File: src/include/synFilt_consts.svh
`ifndef SYN_FILT_CONSTS_SVH
`define SYN_FILT_CONSTS_SVH

////////////////////////////////////////////////////////////////////////////
// filter geometry
////////////////////////////////////////////////////////////////////////////

`define SYN_FILT_L 40 // samples per subframe
`define SYN_FILT_M 10 // lpc order

////////////////////////////////////////////////////////////////////////////
// memory
////////////////////////////////////////////////////////////////////////////

`define ADDR_W 12
`define DATA_W 32

// 64 words of scratch, past outputs then new outputs
`define SYN_FILT_TEMP 12'hF00

////////////////////////////////////////////////////////////////////////////
// output scaling
////////////////////////////////////////////////////////////////////////////

`define SYN_FILT_SHIFT 3 // left shift before rounding
`define ROUND_CONST 32'h00008000 // half lsb of the upper word

`endif

File: src/verilog/basicOpPkg.sv
package basicOpPkg;

	// shifter sequencing
	typedef enum logic [1:0]
	{
		shlIdle,
		shlRun,
		shlFinish
	} shlState;

	// operation requested by the controller this cycle
	typedef enum logic [2:0]
	{
		opNone,
		opAdd,  // L_add
		opMult, // L_mult
		opMsu,  // L_msu, opC - a*b
		opShl   // start the iterative shifter
	} basicOpcode;

endpackage

File: src/verilog/basicOps.sv
`timescale 1ns/10ps
`include "synFilt_consts.svh"

module basicOps import basicOpPkg::*;
(
	input logic clk,
	input logic reset,
	input basicOpcode op,
	input logic [`DATA_W-1:0] opA,
	input logic [`DATA_W-1:0] opB,
	input logic [`DATA_W-1:0] opC,
	input logic [`DATA_W-1:0] shlValue,
	input logic [15:0] shlAmount,
	input logic shlReady,
	output logic [`DATA_W-1:0] opResult,
	output logic [`DATA_W-1:0] shlResult,
	output logic shlDone
);

	shlState shifterState;
	logic [`DATA_W-1:0] shiftReg;
	logic [15:0] shiftCount;
	logic [`DATA_W-1:0] shiftedOnce;
	logic shlLoad;

	////////////////////////////////////////////////////////////////////////////
	// saturating arithmetic
	////////////////////////////////////////////////////////////////////////////

	function automatic logic [31:0] satAdd(input logic [31:0] a, input logic [31:0] b);
		logic [31:0] sum;
		sum = a + b;
		if ((a[31] == b[31]) && (sum[31] != a[31]))
			satAdd = a[31] ? 32'h80000000 : 32'h7FFFFFFF;
		else
			satAdd = sum;
	endfunction

	function automatic logic [31:0] satSub(input logic [31:0] a, input logic [31:0] b);
		logic [31:0] diff;
		diff = a - b;
		if ((a[31] != b[31]) && (diff[31] != a[31])) // overflow flips the sign of a
			satSub = a[31] ? 32'h80000000 : 32'h7FFFFFFF;
		else
			satSub = diff;
	endfunction

	function automatic logic [31:0] lMult(input logic [15:0] a, input logic [15:0] b);
		logic signed [31:0] prod;
		prod = $signed(a) * $signed(b);
		if (prod == 32'sh40000000) // only -1 * -1 overflows
			lMult = 32'h7FFFFFFF;
		else
			lMult = {prod[30:0], 1'b0};
	endfunction

	always_comb
	begin
		case (op)
			opAdd: opResult = satAdd(opA, opB);
			opMult: opResult = lMult(opA[15:0], opB[15:0]);
			opMsu: opResult = satSub(opC, lMult(opA[15:0], opB[15:0]));
			default: opResult = '0; // shift result arrives on shlResult
		endcase
	end

	////////////////////////////////////////////////////////////////////////////
	// one bit per cycle left shifter
	////////////////////////////////////////////////////////////////////////////

	assign shlLoad = shlReady && (op == opShl) && (shifterState == shlIdle);

	// sticks at the rail once saturated
	assign shiftedOnce = (shiftReg[31] != shiftReg[30]) ?
		(shiftReg[31] ? 32'h80000000 : 32'h7FFFFFFF) : {shiftReg[30:0], 1'b0};

	always_ff @(posedge clk)
	begin
		if (reset)
		begin
			shifterState <= shlIdle;
			shiftCount <= '0;
		end
		else
		begin
			case (shifterState)
				shlIdle:
				begin
					if (shlLoad)
					begin
						shiftCount <= shlAmount;
						shifterState <= (shlAmount == 16'd0) ? shlFinish : shlRun;
					end
				end
				shlRun:
				begin
					shiftCount <= shiftCount - 16'd1;
					if (shiftCount == 16'd1)
						shifterState <= shlFinish;
				end
				default: shifterState <= shlIdle;
			endcase
		end
	end

	always_ff @(posedge clk)
	begin
		if (shlLoad)
			shiftReg <= shlValue;
		else if (shifterState == shlRun)
			shiftReg <= shiftedOnce;
	end

	assign shlResult = shiftReg;
	assign shlDone = (shifterState == shlFinish);

	// a request the shifter cannot take would be lost
	assert property (@(posedge clk) disable iff (reset)
		shlReady |-> (op == opShl) && (shifterState == shlIdle))
		else $error("shlReady while the shifter is busy or op is not opShl");

endmodule

File: config.mk
export PLATFORM = sky130hd
export DESIGN_NAME = basicOps
export DESIGN_NICKNAME = d
export VERILOG_FILES = /design/src/verilog/basicOpPkg.sv /design/src/verilog/basicOps.sv
export VERILOG_INCLUDE_DIRS = /design/src /design/src/include
export SDC_FILE = /design/constraint.sdc
export NUM_CORES = 1
export LEC_CHECK = 0
export ABC_AREA = 0
export BUFFER_PORTS_ARGS = -buffer_cell sky130_fd_sc_hd__buf_2
export CAP_MARGIN = 20
export CORE_ASPECT_RATIO = 1.5
export CORE_MARGIN = 2
export CORE_UTILIZATION = 45
export CTS_CLUSTER_DIAMETER = 200
export DETAILED_ROUTE_END_ITERATION = 12
export GPL_TIMING_DRIVEN = 0
export HOLD_SLACK_MARGIN = 0.15
export MAX_ROUTING_LAYER = met4
export PLACE_DENSITY = 0.67
export SYNTH_ARGS = -nofsm -noshare
export SYNTH_HDL_FRONTEND = slang
export SYNTH_SLANG_ARGS = --single-unit
File: constraint.sdc
create_clock -name clk -period 15.92 [get_ports clk]
set_clock_uncertainty 0.2 [all_clocks]
set_input_delay 1.592 -clock clk [delete_from_list [all_inputs] [get_ports clk]]
set_output_delay 1.592 -clock clk [all_outputs]
set_load 0.02 [all_outputs]
==> metrics.cfg, run 1 <==
[run_status]
status = complete, no violations

[clocking]
cts_hold_buf = 0
cts.reportedPaths.clkPinSlew_ns = 0.07
htreeDepth = 2
cts_num_sinks = 50
cts_root_buf = clkbuf_16
cts_tree = yes
clock_latency_ns = 0.30
ctsLongestPathBuffers = 2
cts_buffers = 5

[final_layout]
nFillCells = 3644
area_growth_pct = 14.9
multi_input_area_sq_um = 14500
layout_common_cells = inv_1, fa_1, nand2_1
nets = 2845
instances_no_fill = 2776
layout_commonest_cell = inv_1
drive_gt1_frac = 0.157
seq_area_sq_um = 1320
finish.utilization = 0.521

[sta]
tightest_slew_ns = 1.12
relSlewSlack = 0.252
fin_crit_ns = 15.54
setup_viol_count_final = 0
finalMaxSlewViolations = 0
final_hold_viol_count = 0
finalCritPeriodShare = 0.976
finalHoldWorstSlack_ns = 0.308
fmax_mhz = 64.3

[floorplan]
die_w_um = 163
ioPinCount = 215
design.die.area_sq_um = 39300
coreArea_sq_um = 37400
die_y_um = 242
start_util = 0.453
rows = 87

[drt]
firstDrtPassIters = 6
viasPerCell = 5.72
vias = 15865
wl_um = 57200
drt_iter0_drc = 750
wl_per_cell_um = 20.6
postRouteAntennaNets = 0
drcViolationCount = 0

[setup_path]
critPathSlowestCell = fa_1
r2r_cells = 7
start_kind = input pin
worstPathArrival_ns = 13.75
r2r_start = shiftCount[3]$_SDFFE_PP0P_
critical_path.most_common_cell = fa_1
crit_start = opB[5]
crit_path_max_incr_delay_ns = 0.59
cp-end-kind = primary output
crit_fanout = 10
worst-setup-path-type = input pin to primary output
required_ns = 14.13

[global_route]
grt_pass1_wl_um = 90900
track_usage = 0.305
first_global_vias = 16833
grt_overflow = 0
grt_max_degree = 24
antenna_found_initial = 1

[yosys]
synth_top_area_frac = 0.313
syn_avg_cell_area_sq_um = 8.28
yosysSeqAreaShare = 0.0778
yosys.area.top_type = fa_1
synth_cell_types = 86
synthArstFlopShare = 0
synth_edf_count = 32
syn_inst = 2050
yosys-top-cells-area = fa_1, ha_1, inv_1
synthFlopType = edfxtp_1
syn_nets = 2610
netlist_area_sq_um = 17000
ys_ff_latch = 50
yosys_warnings = 0

[place]
dp_hpwl_um = 49400
place_congestion = 0.995
dp_cells = 2751
port_buffers = 211

[hold_path]
holdCritStartpoint = shiftCount[14]$_SDFFE_PP0P_
whs_path_depth = 2
min_path_type = register to register

[flow_run]
drv_cap = 0

==> sequential cells by signal (all words and copies together) (netlist names) <==
| name | cells |
|---|---|
| shifterState | 2 |
| shiftCount | 16 |
| shlResult | 32 |
==> cell usage after synthesis (13+ instances only) <==
cell type  count
or3_1         14
xor2_1        21
a21o_1        34
nand4_1       13
nand2_1      227
o21a_1        13
nor2_1       137
o21ai_0      128
and3_1        13
nand2b_1      22
inv_1        273
ha_1         145
nor3_1        31
o211ai_1      23
a21oi_1      119
edfxtp_1      32
clkbuf_1      74
nor4_1        16
a211oi_1      15
dfxtp_1       18
and2_1       125
fa_1         265
nand3_1       28
xnor2_1       50
==> timing repair <==
action / in CTS / in global routing
gates resized for setup: 111 / 62
pin swaps: 7 / 15
cloned: 0 / 0
setup buffers: 6 / 18
setup endpoints to repair: 32 / 31
==> metrics by stage <==
stage               setup TNS, ns  cell area [sq um]  setup WS, ns
finish                          0              19500         0.376
global placement           -63.74              18600         -2.27
floorplan                       0              17000         0.702
CTS                             0              19200        0.0170
global route               -0.378              19500        -0.126
detailed placement         -64.62              18700         -2.30
==> critical path: cells and delay by family <==
kind            cells  cell delay (ns)
xor+xnor            1             0.12
compound gates     16             3.32
buf+inv             8             1.50
simple gates       13             2.95
fa+ha+maj          10             4.25
==> cell type report <==
cell class	instances	area share
multi-input cells	1636	0.745
clock inverters	3	0.00148
diodes	1	0.000128
plain buffers	83	0.0284
inverters	273	0.0525
clock buffers	5	0.00642
well taps	489	0.0314
flip-flops and latches	50	0.0677
repair buffers	236	0.0674
==> cells by family (layout without fill, tap and decap cells) <==
kind of cell,Yosys count,after routing,share of synthesized area
XOR/XNOR,74,74,0.0406
multiplexers,10,10,0.00604
other,0,1,0
flip-flops,50,50,0.0778
buffers and inverters,364,600,0.0820
AO/OA/AOI/OAI,457,457,0.172
AND/OR/NAND/NOR,680,680,0.199
adder cells (fa/ha/maj),415,415,0.422
==> metal layers <==
metal	vias up	GRT usage	wire, um
met2	579	0.533	29400
met1	7716	0.324	20300
met3	217	0.0388	3170
met4	0	0.190	4350
met5	-	-	0
li1	7353	-	-
==> final timing paths <==
kind	slack (ns)	endpoint
worst max register to register	13.21	shiftCount[15]$_SDFFE_PP0P_
worst max-delay path	0.38	opResult[9]
worst min register to register	0.31	shiftCount[14]$_SDFFE_PP0P_
worst min-delay path	0.31	shiftCount[14]$_SDFFE_PP0P_
Power of run 1 is left out: the tool's default activity adds up to more than one toggle a clock period on the data nets, which glitch-free logic cannot reach.
==> run 2: changes to the inputs <==
Settings changed: CORE_MARGIN 2 to 1.5, CTS_BUF_LIST set to sky130_fd_sc_hd__clkbuf_4, SKIP_LAST_GASP set to 1.
==> run 2 against run 1 <==
Effect of this change: cell area down 1.1%; register-to-register slack better by 0.03 ns; setup slack got worse by 0.013 ns; hold slack better by 0.0059 ns.
==> metrics.cfg, run 2 (synthesized netlist as in run 1, its figures left out) <==
[drt]
wl_per_cell_um = 20.9  ; +1.5%
firstDrtPassIters = 6  ; unchanged
drt_iter0_drc = 935  ; +25%
wl_um = 57900  ; +1.2%
viasPerCell = 5.77  ; +1.0%
vias = 15989  ; +0.78%
postRouteAntennaNets = 0  ; unchanged
drcViolationCount = 0  ; unchanged

[setup_path]
critPathSlowestCell = fa_1
crit_fanout = 10  ; unchanged
required_ns = 14.13  ; about the same
critical_path.most_common_cell = fa_1
worstPathArrival_ns = 13.76  ; about the same
cp_top_family = adder cells
cp-end-kind = primary output
crit_path_max_incr_delay_ns = 0.61  ; +0.02 ns
worst-setup-path-type = input pin to primary output
crit_buf_inv = 7  ; -1
start_kind = input pin

[global_route]
antenna_found_initial = 2  ; +1
grt_overflow = 0  ; unchanged
first_global_vias = 16672  ; -0.96%
grt_max_degree = 25  ; +4.2%
grt_pass1_wl_um = 90500  ; -0.51%
track_usage = 0.312  ; +0.00707

[sta]
setup_viol_count_final = 0  ; unchanged
final_hold_viol_count = 0  ; unchanged
finalMaxSlewViolations = 0  ; unchanged
fmax_mhz = 64.3  ; about the same
fin_crit_ns = 15.56  ; +0.0127 ns
fin_ws_ns = 0.364  ; -0.0127 ns
tightest_slew_ns = 1.17  ; +0.0543 ns
finalCritPeriodShare = 0.977  ; about the same
relSlewSlack = 0.215  ; -0.0363

[flow_run]
drv_cap = 0  ; unchanged

[final_layout]
multi_input_area_sq_um = 14500  ; about the same
nFillCells = 3604  ; -1.1%
area_growth_pct = 13.7
seq_area_sq_um = 1320  ; unchanged
layout_common_cells = inv_1, fa_1, nand2_1
finish.utilization = 0.515  ; -0.00551
instances_no_fill = 2769  ; -0.25%
largest_reg_flops = 32  ; unchanged
drive_gt1_frac = 0.154  ; -0.00340
final_cell_area_sq_um = 19300  ; -1.1%
nets = 2837  ; -0.28%
layout_commonest_cell = inv_1

[place]
place_area_sq_um = 18700  ; about the same
pre_cts_ws_ns = -2.33  ; -0.0289 ns
dp_cells = 2752  ; +0.036%
port_buffers = 211  ; unchanged
place_congestion = 0.975  ; -2.1%
dp_hpwl_um = 49700  ; +0.55%

[floorplan]
design.die.area_sq_um = 38900  ; -1.0%
ioPinCount = 215  ; unchanged
die_w_um = 162  ; -0.62%
coreArea_sq_um = 37400  ; unchanged
die_y_um = 241  ; -0.41%
rows = 87  ; unchanged
start_util = 0.453  ; unchanged

[clocking]
cts_buffers = 5  ; unchanged
htreeDepth = 2  ; unchanged
cts.reportedPaths.clkPinSlew_ns = 0.16  ; +0.09 ns
cts_tree = yes
cts_root_buf = clkbuf_4
cts_num_sinks = 50  ; unchanged
ctsLongestPathBuffers = 2  ; unchanged
clock_latency_ns = 0.41  ; +0.11 ns

[run_status]
status = complete, no violations

[hold_path]
min_path_type = register to register

-- run 2: cell types whose count changed in the layout (fill, tap and decap cells not counted), sizes merged --
cell      before  now
buf          252  240
clkbuf        72   76
clkinvlp       0    1
clkinv         2    0
diode          1    2
bufinv         0    1
-- run 2: through the flow --
| step | hold WS, ns | setup TNS, ns |
|---|---|---|
| 6_report | 0.313 | 0 |
| 5_1_grt | 0.352 | -0.0109 |
| 4_1_cts | 0.314 | 0 |
| 3_5_place_dp | 0.279 | -64.86 |
| 3_3_place_gp | 0.273 | -65.29 |
| 2_1_floorplan | 0.255 | 0 |
-- run 2: layout make-up --
class                   instances  share of cell area
diodes                          2            0.000259
clock inverters                 3             0.00253
well taps                     489              0.0317
plain buffers                  85              0.0270
clock buffers                   5             0.00195
multi-input cells            1636               0.753
flip-flops and latches         50              0.0685
inverters                     273              0.0531
repair buffers                226              0.0624
-- run 2: what timing repair did --
item	CTS	global route
gates resized for setup	104	43
setup buffers	5	8
hold buffers	0	0
pin swaps	3	10
endpoints found under the setup margin	32	31
-- run 2: path summary, 6_finish.rpt --
check | start | endpoint | cells past startpoint | slack [ns]
max | opB[7] | opResult[9] | 47 | 0.36
min | shiftCount[14]$_SDFFE_PP0P_ | shiftCount[14]$_SDFFE_PP0P_ | 2 | 0.31
max reg2reg | shifterState[1]$_SDFFE_PP0P_ | shlResult[1]$_DFFE_PP_ | 4 | 13.24
min reg2reg | shiftCount[14]$_SDFFE_PP0P_ | shiftCount[14]$_SDFFE_PP0P_ | 2 | 0.31
-- run 2: tightest hold or removal path, stage by stage, from the launching register on --
cell     delay [ns]
dfxtp_1        0.36
a21oi_1        0.06
nor2_1         0.07
-- run 2: routing by layer --
layer,vias to the layer above,wire [um],track usage
met5,-,0,-
met4,0,4040,0.194
met3,197,3000,0.0280
met2,604,30100,0.562
met1,7846,20800,0.329
li1,7342,-,-
Power of run 2 is left out for the same reason.
