===== src/include/synFilt_consts.svh =====
`ifndef SYN_FILT_CONSTS_SVH
`define SYN_FILT_CONSTS_SVH

////////////////////////////////////////////////////////////////////////////
// filter geometry
////////////////////////////////////////////////////////////////////////////

`define SYN_FILT_L 40 // samples per subframe
`define SYN_FILT_M 10 // lpc order

////////////////////////////////////////////////////////////////////////////
// memory
////////////////////////////////////////////////////////////////////////////

`define ADDR_W 12
`define DATA_W 32

// 64 words of scratch, past outputs then new outputs
`define SYN_FILT_TEMP 12'hF00

////////////////////////////////////////////////////////////////////////////
// output scaling
////////////////////////////////////////////////////////////////////////////

`define SYN_FILT_SHIFT 3 // left shift before rounding
`define ROUND_CONST 32'h00008000 // half lsb of the upper word

`endif


===== src/verilog/basicOpPkg.sv =====
package basicOpPkg;

	// shifter sequencing
	typedef enum logic [1:0]
	{
		shlIdle,
		shlRun,
		shlFinish
	} shlState;

	// operation requested by the controller this cycle
	typedef enum logic [2:0]
	{
		opNone,
		opAdd,  // L_add
		opMult, // L_mult
		opMsu,  // L_msu, opC - a*b
		opShl   // start the iterative shifter
	} basicOpcode;

endpackage


===== src/verilog/synFiltPkg.sv =====
package synFiltPkg;

	typedef enum logic [4:0]
	{
		stInit,
		stMemCopyAddr,  // filter memory into scratch
		stMemCopyWrite,
		stOuterAddr,    // per sample
		stLoadX,
		stFirstProduct,
		stInnerAddr,    // per coefficient
		stInnerLoadA,
		stInnerMsu,
		stShlStart,
		stShlWait,
		stRound,
		stNextSample,
		stCopyAddr,     // scratch out to y
		stCopyWrite,
		stUpdateCheck,  // optional memory update
		stUpdateAddr,
		stUpdateWrite
	} synFiltState;

endpackage


===== src/verilog/synFilt.sv =====
`timescale 1ns/10ps
`include "synFilt_consts.svh"

module synFilt import basicOpPkg::*, synFiltPkg::*;
(
	input logic clk,
	input logic reset,
	input logic start,
	input logic [`ADDR_W-1:0] xAddr,
	input logic [`ADDR_W-1:0] aAddr,
	input logic [`ADDR_W-1:0] yAddr,
	input logic [`ADDR_W-1:0] fMemAddr,
	input logic [`ADDR_W-1:0] updateAddr,
	input logic [`DATA_W-1:0] memReadData,
	input logic [`DATA_W-1:0] opResult,
	input logic [`DATA_W-1:0] shlResult,
	input logic shlDone,
	output logic done,
	output logic busy,
	output logic [`ADDR_W-1:0] memAddr,
	output logic memWriteEn,
	output logic [`DATA_W-1:0] memData,
	output basicOpcode op,
	output logic [`DATA_W-1:0] opA,
	output logic [`DATA_W-1:0] opB,
	output logic [`DATA_W-1:0] opC,
	output logic [`DATA_W-1:0] shlValue,
	output logic [15:0] shlAmount,
	output logic shlReady
);

	localparam logic [`ADDR_W-1:0] tempAddr = `SYN_FILT_TEMP;

	synFiltState state, nextState;
	logic [5:0] count1, nextCount1; // sample index
	logic [5:0] count2, nextCount2; // coefficient index
	logic [31:0] tempS, nextTempS;  // accumulator
	logic [15:0] tempX, nextTempX;
	logic [15:0] tempA, nextTempA;
	logic nextDone;

	////////////////////////////////////////////////////////////////////////////
	// registers
	////////////////////////////////////////////////////////////////////////////

	always_ff @(posedge clk)
	begin
		if (reset)
		begin
			state <= stInit;
			count1 <= '0;
			count2 <= '0;
			done <= 1'b0;
		end
		else
		begin
			state <= nextState;
			count1 <= nextCount1;
			count2 <= nextCount2;
			done <= nextDone;
		end
	end

	always_ff @(posedge clk)
	begin
		tempS <= nextTempS;
		tempX <= nextTempX;
		tempA <= nextTempA;
	end

	assign busy = (state != stInit);

	////////////////////////////////////////////////////////////////////////////
	// sequencing
	////////////////////////////////////////////////////////////////////////////

	always_comb
	begin
		nextState = state;
		nextCount1 = count1;
		nextCount2 = count2;
		nextTempS = tempS;
		nextTempX = tempX;
		nextTempA = tempA;
		nextDone = 1'b0;
		memAddr = '0;
		memWriteEn = 1'b0;
		memData = '0;
		op = opNone;
		opA = '0;
		opB = '0;
		opC = '0;
		shlValue = '0;
		shlAmount = '0;
		shlReady = 1'b0;
		case (state)
			stInit:
			begin
				nextCount1 = '0;
				nextCount2 = '0;
				if (start)
					nextState = stMemCopyAddr;
			end
			stMemCopyAddr:
			begin
				if (count1 >= `SYN_FILT_M)
				begin
					nextCount1 = '0;
					nextState = stOuterAddr;
				end
				else
				begin
					memAddr = {fMemAddr[11:6], count1};
					nextState = stMemCopyWrite;
				end
			end
			stMemCopyWrite:
			begin
				memAddr = {tempAddr[11:6], count1};
				memWriteEn = 1'b1;
				memData = {16'd0, memReadData[15:0]};
				op = opAdd;
				opA = {26'd0, count1};
				opB = 32'd1;
				nextCount1 = opResult[5:0];
				nextState = stMemCopyAddr;
			end
			stOuterAddr:
			begin
				if (count1 >= `SYN_FILT_L)
				begin
					nextCount1 = '0;
					nextState = stCopyAddr;
				end
				else
				begin
					memAddr = {xAddr[11:6], count1};
					nextState = stLoadX;
				end
			end
			stLoadX:
			begin
				nextTempX = memReadData[15:0];
				memAddr = {aAddr[11:6], 6'd0}; // a0
				nextState = stFirstProduct;
			end
			stFirstProduct:
			begin
				op = opMult;
				opA = {16'd0, tempX};
				opB = {16'd0, memReadData[15:0]};
				nextTempS = opResult;
				nextCount2 = 6'd1;
				nextState = stInnerAddr;
			end
			stInnerAddr:
			begin
				if (count2 > `SYN_FILT_M)
					nextState = stShlStart;
				else
				begin
					memAddr = {aAddr[11:6], count2};
					nextState = stInnerLoadA;
				end
			end
			stInnerLoadA:
			begin
				nextTempA = memReadData[15:0];
				memAddr = {tempAddr[11:6], 6'(`SYN_FILT_M) - count2 + count1}; // y[i-j]
				op = opAdd; // adder is free here, msu needs the unit next
				opA = {26'd0, count2};
				opB = 32'd1;
				nextCount2 = opResult[5:0];
				nextState = stInnerMsu;
			end
			stInnerMsu:
			begin
				op = opMsu;
				opA = {16'd0, tempA};
				opB = {16'd0, memReadData[15:0]};
				opC = tempS;
				nextTempS = opResult;
				nextState = stInnerAddr;
			end
			stShlStart:
			begin
				op = opShl;
				shlValue = tempS;
				shlAmount = 16'(`SYN_FILT_SHIFT);
				shlReady = 1'b1;
				nextState = stShlWait;
			end
			stShlWait:
			begin
				if (shlDone)
				begin
					nextTempS = shlResult;
					nextState = stRound;
				end
			end
			stRound:
			begin
				op = opAdd;
				opA = tempS;
				opB = `ROUND_CONST;
				memAddr = {tempAddr[11:6], 6'(`SYN_FILT_M) + count1};
				memWriteEn = 1'b1;
				memData = {16'd0, opResult[31:16]}; // round() keeps the high half
				nextState = stNextSample;
			end
			stNextSample:
			begin
				op = opAdd;
				opA = {26'd0, count1};
				opB = 32'd1;
				nextCount1 = opResult[5:0];
				nextState = stOuterAddr;
			end
			stCopyAddr:
			begin
				if (count1 >= `SYN_FILT_L)
				begin
					memAddr = updateAddr; // flag word ready next cycle
					nextCount1 = '0;
					nextState = stUpdateCheck;
				end
				else
				begin
					memAddr = {tempAddr[11:6], 6'(`SYN_FILT_M) + count1};
					nextState = stCopyWrite;
				end
			end
			stCopyWrite:
			begin
				memAddr = {yAddr[11:6], count1};
				memWriteEn = 1'b1;
				memData = {16'd0, memReadData[15:0]};
				op = opAdd;
				opA = {26'd0, count1};
				opB = 32'd1;
				nextCount1 = opResult[5:0];
				nextState = stCopyAddr;
			end
			stUpdateCheck:
			begin
				if (memReadData == 32'd1)
					nextState = stUpdateAddr;
				else
				begin
					nextDone = 1'b1;
					nextState = stInit;
				end
			end
			stUpdateAddr:
			begin
				if (count1 >= `SYN_FILT_M)
				begin
					nextDone = 1'b1;
					nextState = stInit;
				end
				else
				begin
					// last M outputs become the new filter memory
					memAddr = {yAddr[11:6], 6'(`SYN_FILT_L - `SYN_FILT_M) + count1};
					nextState = stUpdateWrite;
				end
			end
			stUpdateWrite:
			begin
				memAddr = {fMemAddr[11:6], count1};
				memWriteEn = 1'b1;
				memData = {16'd0, memReadData[15:0]};
				op = opAdd;
				opA = {26'd0, count1};
				opB = 32'd1;
				nextCount1 = opResult[5:0];
				nextState = stUpdateAddr;
			end
			default: nextState = stInit;
		endcase
	end

	// the memory only follows this port while busy
	assert property (@(posedge clk) disable iff (reset) !busy |-> !memWriteEn)
		else $error("memory write while not busy");

	assert property (@(posedge clk) disable iff (reset) shlReady |=> !shlReady)
		else $error("shlReady held for two cycles");

endmodule


===== config.mk =====
export PLATFORM = sky130hd
export DESIGN_NAME = synFilt
export DESIGN_NICKNAME = d
export VERILOG_FILES = /design/src/verilog/basicOpPkg.sv /design/src/verilog/synFiltPkg.sv /design/src/verilog/synFilt.sv
export VERILOG_INCLUDE_DIRS = /design/src /design/src/include
export SDC_FILE = /design/constraint.sdc
export NUM_CORES = 1
export LEC_CHECK = 0
export BUFFER_PORTS_ARGS = -buffer_cell sky130_fd_sc_hd__buf_4
export CORE_AREA = 2 2 138 140
export DETAILED_ROUTE_END_ITERATION = 10
export DIE_AREA = 0 0 140 142
export PLACE_DENSITY = 0.66
export REMOVE_ABC_BUFFERS = 1
export SLEW_MARGIN = 20
export SYNTH_ARGS = -nofsm -noshare
export SYNTH_HDL_FRONTEND = slang
export SYNTH_SLANG_ARGS = --single-unit

===== constraint.sdc =====
create_clock -name clk -period 2.6 [get_ports clk]
set_input_delay 0.26 -clock clk [delete_from_list [all_inputs] [get_ports clk]]
set_output_delay 0.26 -clock clk [all_outputs]
set_load 0.005 [all_outputs]

==> metrics.md, run 1 <==
| Metric | Value |
|---|---|
| Die Wd | 140 um |
| RSZ-0062 raised after global routing | true |
| Placed insts | 1146 |
| Synth Area in Compound Gates | 16.8% |
| WL met2 | 11.9 mm |
| Largest net degree at the start of global routing | 49 |
| Fraction of layout cells with a size suffix above 1 | 45.1% |
| Worst-path cell chain | inv_2, ha_4, inv_2, ha_4, fa_2, a21o_1, a21oi_2, xnor2_1, a22oi_1, o21ai_1, buf_4 |
| Hold Crit Class | in2reg |
| Cell count after synthesis | 634 |
| Max-cap viol count | 0 |
| Adder-cell area share of the yosys netlist | 2.83% |
| Hold depth | 1 |
| Slowest cell delay on critical path | 0.34 ns |
| Top cells by area, synth | edfxtp_1 32%, buf_4 6.4%, mux2_2 6.2% |
| Mean Syn Cell Area | 9.50 um^2 |
| Post-Route M1 WL | 8.82 mm |
| DR WL/cell | 19.7 um |
| Clock tree buffer depth | 2 |
| Slowest CP cell | dfxtp_2 |
| Multiplexer area fraction after synthesis | 6.34% |
| R2R Setup Slk | 0.48 ns |
| Max layer used | met4 |
| H-tree Lvls | 3 |
| CTS Buf Count | 9 |
| Distinct cell type count after synthesis | 73 |
| Met3 Routed Length | 1.90 mm |
| Setup TNS | -0.0280 ns |
| Worst-case reg-to-reg path depth | 6 |
| Vias in the first global route | 5815 |
| Slew HR | 60.1% |
| Final setup fails | 1 |
| Core area | 18500 um^2 |
| Critical Path Source Type | flip-flop |
| Final hold vios | 0 |
| # IOs | 355 |
| N_diodes | 0 |
| Leakage | 4.18 nW |
| Clock skew | 0.00832 ns |
| CP max FO | 2 |
| Vias | 6125 |
| Setup WS post-layout | -0.0280 ns |
| Final period util | 101% |
| Post-synthesis register bit count | 82 |
| Fill cell count | 1835 |
| Die H | 142 um |
| Clock Tree Root | clkbuf_16 |
| Crit. End Element | output pin |
| GRT Util Overall | 22.3% |
| Crit path DAT | 2.37 ns |
| Crit Path Class | reg2out |
| Minimum clock period | 2.63 ns |
| Hold path start | memReadData[11] |
| Post-Route WL | 23.0 mm |
| DPL Wire Length | 17.2 mm |
| Final Instance Area | 8800 um^2 |
| CTS tree | built |
| Yosys top cell by area | edfxtp_1 |
| Post-Layout Cell Count | 1165 |
| CP required | 2.34 ns |
| # port buffers | 284 |
| Max-slew violations | 0 |
| Initial Util | 32.6% |
| Rows | 50 |
| CTS Sinks | 82 |
| Slew @ Worst Pin | 0.594 ns |
| Grt ovf | 0 |
| Post-synthesis async set-or-reset flop share | 0% |
| Worst hold margin | 0.141 ns |
| Ys Warns | 0 |
| Die area | 19900 um^2 |
| Final core utilization | 47.7% |
| Via density | 5.26 |
| FF-to-FF End | tempS[0] |
| Area Overhead vs Synth | 46.2% |
| CP top delay family | adder cells |
| Area share of the largest cell type after synthesis | 31.9% |
| Main synth FF type | edfxtp_1 |
| Post-Syn Area | 6020 um^2 |
| Maximum VDD drop | 0.000257 V |
| Initial antenna violation count | 0 |
| WP depth | 11 |
| WHS Endpoint | tempX[11] |
| Placed Area | 8390 um^2 |
| Pre-Repair DR Iteration Count | 11 |
| Largest family of logic cells by synthesized area | simple AND/OR/NAND/NOR gates |
| CP Buf/Inv Count | 3 |
| Status | finished, violations left |
| Initial DRC count | 371 |
| Clock latency on the worst-skew pair | 0.34 ns |
| Post-synthesis sequential area ratio | 37.9% |
| RR Startpoint | state[3] |
| Synth Area in Simple Gates | 23.4% |
| Post-synth EDFFs | 64 |
| Routed Antenna Nets | 0 |
| Dpl ws | 0.0943 ns |
| CTS Hold Bufs | 0 |
| Layout net count | 1099 |
| Pwr Density | 395 nW/um^2 |
| Pwr Total | 3.48 mW |
| First-pass GRT wire length | 33.9 mm |
| DRC | 24 |
| CTS clock-pin slew for the worst setup and hold paths | 0.07 ns |
| XOR/XNOR Fraction of Synth Area | 1.31% |
| GPL Wtd Cong | 0.843 |
| Fmax | 381 MHz |
| Violated checks | design-rule violations, negative setup slack |
how the worst max path moves through the flow:
stage | endpoint | start
floorplan | tempS[0] | state[3]
global placement | memAddr[5] | count1[1]
detailed placement | memAddr[5] | count1[1]
CTS | memAddr[5] | count1[1]
global route | memAddr[5] | count1[1]
finish | memAddr[5] | count1[1]
cells by family after synthesis:
logic type,count (synthesis)
adder cells (fa/ha/maj),13
buffers and inverters,113
flip-flops,82
XOR/XNOR,9
other,1
AO/OA/AOI/OAI,133
AND/OR/NAND/NOR,249
multiplexers,34
cell type report:
class | instances | area (um^2) | share of cell area, %
repair buffers | 328 | 2520 | 28.6
clock buffers | 9 | 225 | 2.56
multi-input cells | 484 | 3310 | 37.5
clock inverters | 7 | 87.6 | 0.995
inverters | 21 | 78.8 | 0.895
well taps | 234 | 293 | 3.33
flip-flops and latches | 82 | 2300 | 26.1
state kept, by name, indices dropped and copies added (netlist names):
signal,count
tempA,16
state,5
tempX,16
count2,6
done,1
tempS,32
count1,6
cells in the mapped netlist, drive strengths merged (2+ instances only):
cell type / instances
nand2b: 3
a21boi: 2
a31oi: 4
nor4b: 3
or2: 7
o31a: 2
a22o: 24
or3: 3
nand3: 13
a21oi: 15
a22oi: 30
xnor2: 3
nor4: 10
or4: 2
a2111oi: 2
nor2b: 7
or3b: 2
o22a: 2
o2111ai: 6
edfxtp: 64
xor2: 6
o21ai: 15
inv: 21
buf: 73
dfxtp: 18
and3: 51
a211o: 2
a221o: 6
a211oi: 5
o211ai: 2
a21o: 6
nand2: 58
and2: 49
clkbuf: 19
mux2: 33
nand4: 2
ha: 12
nor3: 12
nor2: 24
metal layers:
metal	vias up	global-route usage, %
li1	2828	-
met1	2962	25.9
met2	311	41.4
met3	24	5.72
met4	0	4.73
met5	-	0
cells in the final DEF (no fill, tap or decap), drive strengths merged, types with 2 or more instances in the layout:
cell type / instances
conb: 46
nor2: 24
a31oi: 4
xor2: 6
nand2b: 3
nor4b: 3
a211oi: 5
clkbuf: 9
o21ai: 15
o22a: 2
or4: 2
inv: 27
o211ai: 2
xnor2: 3
dfxtp: 18
and2: 49
and3: 51
a21boi: 2
buf: 328
a21o: 6
a221o: 6
a211o: 2
o2111ai: 6
a22oi: 30
nand4: 2
or2: 7
ha: 12
a21oi: 15
nor2b: 7
edfxtp: 64
mux2: 33
or3b: 2
o31a: 2
nor4: 10
a2111oi: 2
or3: 3
nand3: 13
nand2: 58
a22o: 24
nor3: 12
worst register-to-register path, delay by kind of cell (launching register included):
family | cells | cell delay [ns]
buf+inv | 2 | 0.45
flops | 1 | 0.31
mux | 1 | 0.21
simple gates | 3 | 0.82
power by group:
part / internal (mW) / switching (mW) / total (mW)
registers: 1.43 / 0.0262 / 1.46
clock network: 0.773 / 0.600 / 1.37
logic: 0.323 / 0.325 / 0.649
total: 2.53 / 0.952 / 3.48
what timing repair did:
| item | in CTS | in global routing |
|---|---|---|
| resized for setup | 16 | 9 |
| gates cloned | 0 | 0 |
| pin swaps | 6 | 6 |
| endpoints found under the setup margin | 33 | 16 |
| setup buffers | 1 | 2 |
Power figures use the tool's default switching activity.
==> run 2: changes to the inputs <==
CORE_AREA = unset   (was 2 2 138 140)
CORE_ASPECT_RATIO = 1.4   (was unset)
CORE_UTILIZATION = 30   (was unset)
DIE_AREA = unset   (was 0 0 140 142)
PLACE_DENSITY = unset   (was 0.66)
REMOVE_ABC_BUFFERS = unset   (was 1)
==> run 2 against run 1 <==
Compared with the run above: the run ends with negative setup slack left; combinational power increased by 1%; sequential cell count unchanged; via count is 1.7% lower; cell count grew 2.5%; wire length rose by 1.8%; total power is 1.3% higher; clock skew hardly changed; critical path depth stayed put; clock-buffer cell count is the same; hold slack better by 0.0022 ns; sequential share of layout area fell by 0.35 points; non-clock buffer count rose by 11; largest cell class unchanged; largest power group unchanged.
==> metrics.md, run 2 (synthesized netlist as in run 1, its figures left out) <==
| Metric | Value |
|---|---|
| Hold path start | memReadData[15] |
| Max reg flops | 32 (unchanged) |
| H-tree Lvls | 3 (unchanged) |
| Dpl ws | 0.113 ns (+0.0187 ns) |
| Final Instance Area | 8940 um^2 (+1.5%) |
| CP required | 2.34 ns (about the same) |
| Violated checks | negative setup slack |
| Layout net count | 1110 (+1.0%) |
| Critical Path Source Type | flip-flop |
| Vias | 6023 (-1.7%) |
| DR WL/cell | 19.6 um (-0.66%) |
| WHS Endpoint | tempX[15] |
| Slew @ Worst Pin | 0.537 ns (-0.0572 ns) |
| Maximum VDD drop | 0.000266 V (+3.6%) |
| Fmax | 377 MHz (-0.87%) |
| Placed insts | 1171 (+2.2%) |
| Final hold vios | 0 (unchanged) |
| Placed Area | 8450 um^2 (+0.69%) |
| R2R Setup Slk | 0.52 ns (+0.04 ns) |
| Crit. End Element | output pin |
| N_diodes | 0 (unchanged) |
| Vias in the first global route | 5739 (-1.3%) |
| Largest net degree at the start of global routing | 49 (unchanged) |
| Crit path DAT | 2.39 ns (+0.02 ns) |
| CTS Buf Count | 9 (unchanged) |
| Core area | 19800 um^2 (+7.1%) |
| RR Startpoint | state[0] |
| Initial DRC count | 324 (-13%) |
| Crit Path Class | reg2out |
| Post-Layout Cell Count | 1194 (+2.5%) |
| Grt ovf | 0 (unchanged) |
| Fraction of layout cells with a size suffix above 1 | 46.5% (+1.4 points) |
| Die Wd | 122 um (-13%) |
| Post-Route WL | 23.4 mm (+1.8%) |
| CTS tree | built |
| Max-cap viol count | 0 (unchanged) |
| Fill cell count | 1944 (+5.9%) |
| Status | finished, violations left |
| Pre-Repair DR Iteration Count | 5 (-6) |
| Initial antenna violation count | 0 (unchanged) |
| Commonest non-fill, non-tap cells in the layout | 333 x buf_4, 64 x edfxtp_1, 55 x nand2_1 |
| FF-to-FF End | tempA[1] |
| Largest Register | tempS |
| Setup WS post-layout | -0.0511 ns (-0.0231 ns) |
| GPL Wtd Cong | 0.912 (+8.1%) |
| Pwr Total | 3.52 mW (+1.3%) |
| Clock skew | 0.00816 ns (-0.000159 ns) |
| Clock tree buffer depth | 2 (unchanged) |
| Final core utilization | 45.2% (-2.5 points) |
| CP max FO | 2 (unchanged) |
| Routed Antenna Nets | 0 (unchanged) |
| Via density | 5.04 (-4.1%) |
| RSZ-0062 raised after global routing | true |
| Die area | 20700 um^2 (+3.9%) |
| Leading cell type in the layout, fill and taps excluded | buf_4 |
| First-pass GRT wire length | 33.8 mm (-0.49%) |
| # IOs | 355 (unchanged) |
| Leakage | 4.24 nW (+1.5%) |
| DPL Wire Length | 17.9 mm (+4.5%) |
| Area Overhead vs Synth | 48.4% |
| Worst hold margin | 0.144 ns (+0.00223 ns) |
| GRT Util Overall | 22.0% (-0.23 points) |
| DRC | 0 (-100%) |
| Hold Crit Class | in2reg |
| Final period util | 102% (+0.89 points) |
| Worst-case reg-to-reg path depth | 6 (unchanged) |
| Largest regs | tempS: 32 flops, tempA: 16 flops, tempX: 16 flops |
| Die H | 170 um (+19%) |
| Rows | 61 (+22%) |
| Final setup fails | 1 (unchanged) |
| CTS Hold Bufs | 0 (unchanged) |
| Minimum clock period | 2.65 ns (+0.0231 ns) |
| Slew HR | 64.2% (+4.1 points) |
| Setup TNS | -0.0511 ns (-0.0231 ns) |
| CTS Sinks | 82 (unchanged) |
| Clock Tree Root | clkbuf_16 |
| CTS clock-pin slew for the worst setup and hold paths | 0.07 ns (about the same) |
| Clock latency on the worst-skew pair | 0.34 ns (about the same) |
| Hold depth | 1 (unchanged) |
| Max-slew violations | 0 (unchanged) |
| # port buffers | 284 (unchanged) |
| Pwr Density | 394 nW/um^2 (-0.20%) |
| Initial Util | 30.5% (-2.2 points) |
-- run 2: repair_timing --
item	in CTS	in global routing
gates resized for setup	20	14
buffers inserted	3	4
endpoints found under the setup margin	39	34
pin swaps	7	10
-- run 2: where the power goes --
group	internal, mW	switching (mW)
clock	0.852	0.559
combinational	0.330	0.327
sequential	1.43	0.0259
-- run 2: worst max path at each step --
stage | startpoint | end
final | count1[1] | memAddr[5]
after global routing | count1[1] | memAddr[5]
after CTS | count1[1] | memAddr[5]
after global placement | count1[1] | memAddr[5]
after floorplan | state[0] | tempX[0]
after detailed placement | count1[1] | memAddr[5]
-- run 2: final cells by class --
class / instances / area (um^2) / share of cell area (%)
clock inverters: 7 / 100 / 1.12
inverters: 21 / 78.8 / 0.882
clock buffers: 9 / 225 / 2.52
flip-flops and latches: 82 / 2300 / 25.8
multi-input cells: 484 / 3310 / 37.1
well taps: 252 / 315 / 3.53
repair buffers: 339 / 2600 / 29.1
-- run 2: critical path: stages, from the launching register on --
cell and delay (ns):
dfxtp_2 0.34, inv_2 0.05, ha_4 0.25, inv_2 0.04, ha_4 0.15, fa_2 0.33
a21o_1 0.17, a21oi_2 0.16, xnor2_1 0.10, a22oi_1 0.21, o21ai_1 0.10, buf_4 0.14
-- run 2: layer usage --
metal	wire, um	vias up	share of wire, %	global-route usage, %
met5	0	-	0	0
met2	12500	288	53	39.9
met3	1460	26	6.2	4.50
li1	-	2845	-	-
met1	8980	2864	38	25.5
met4	473	0	2.0	6.98
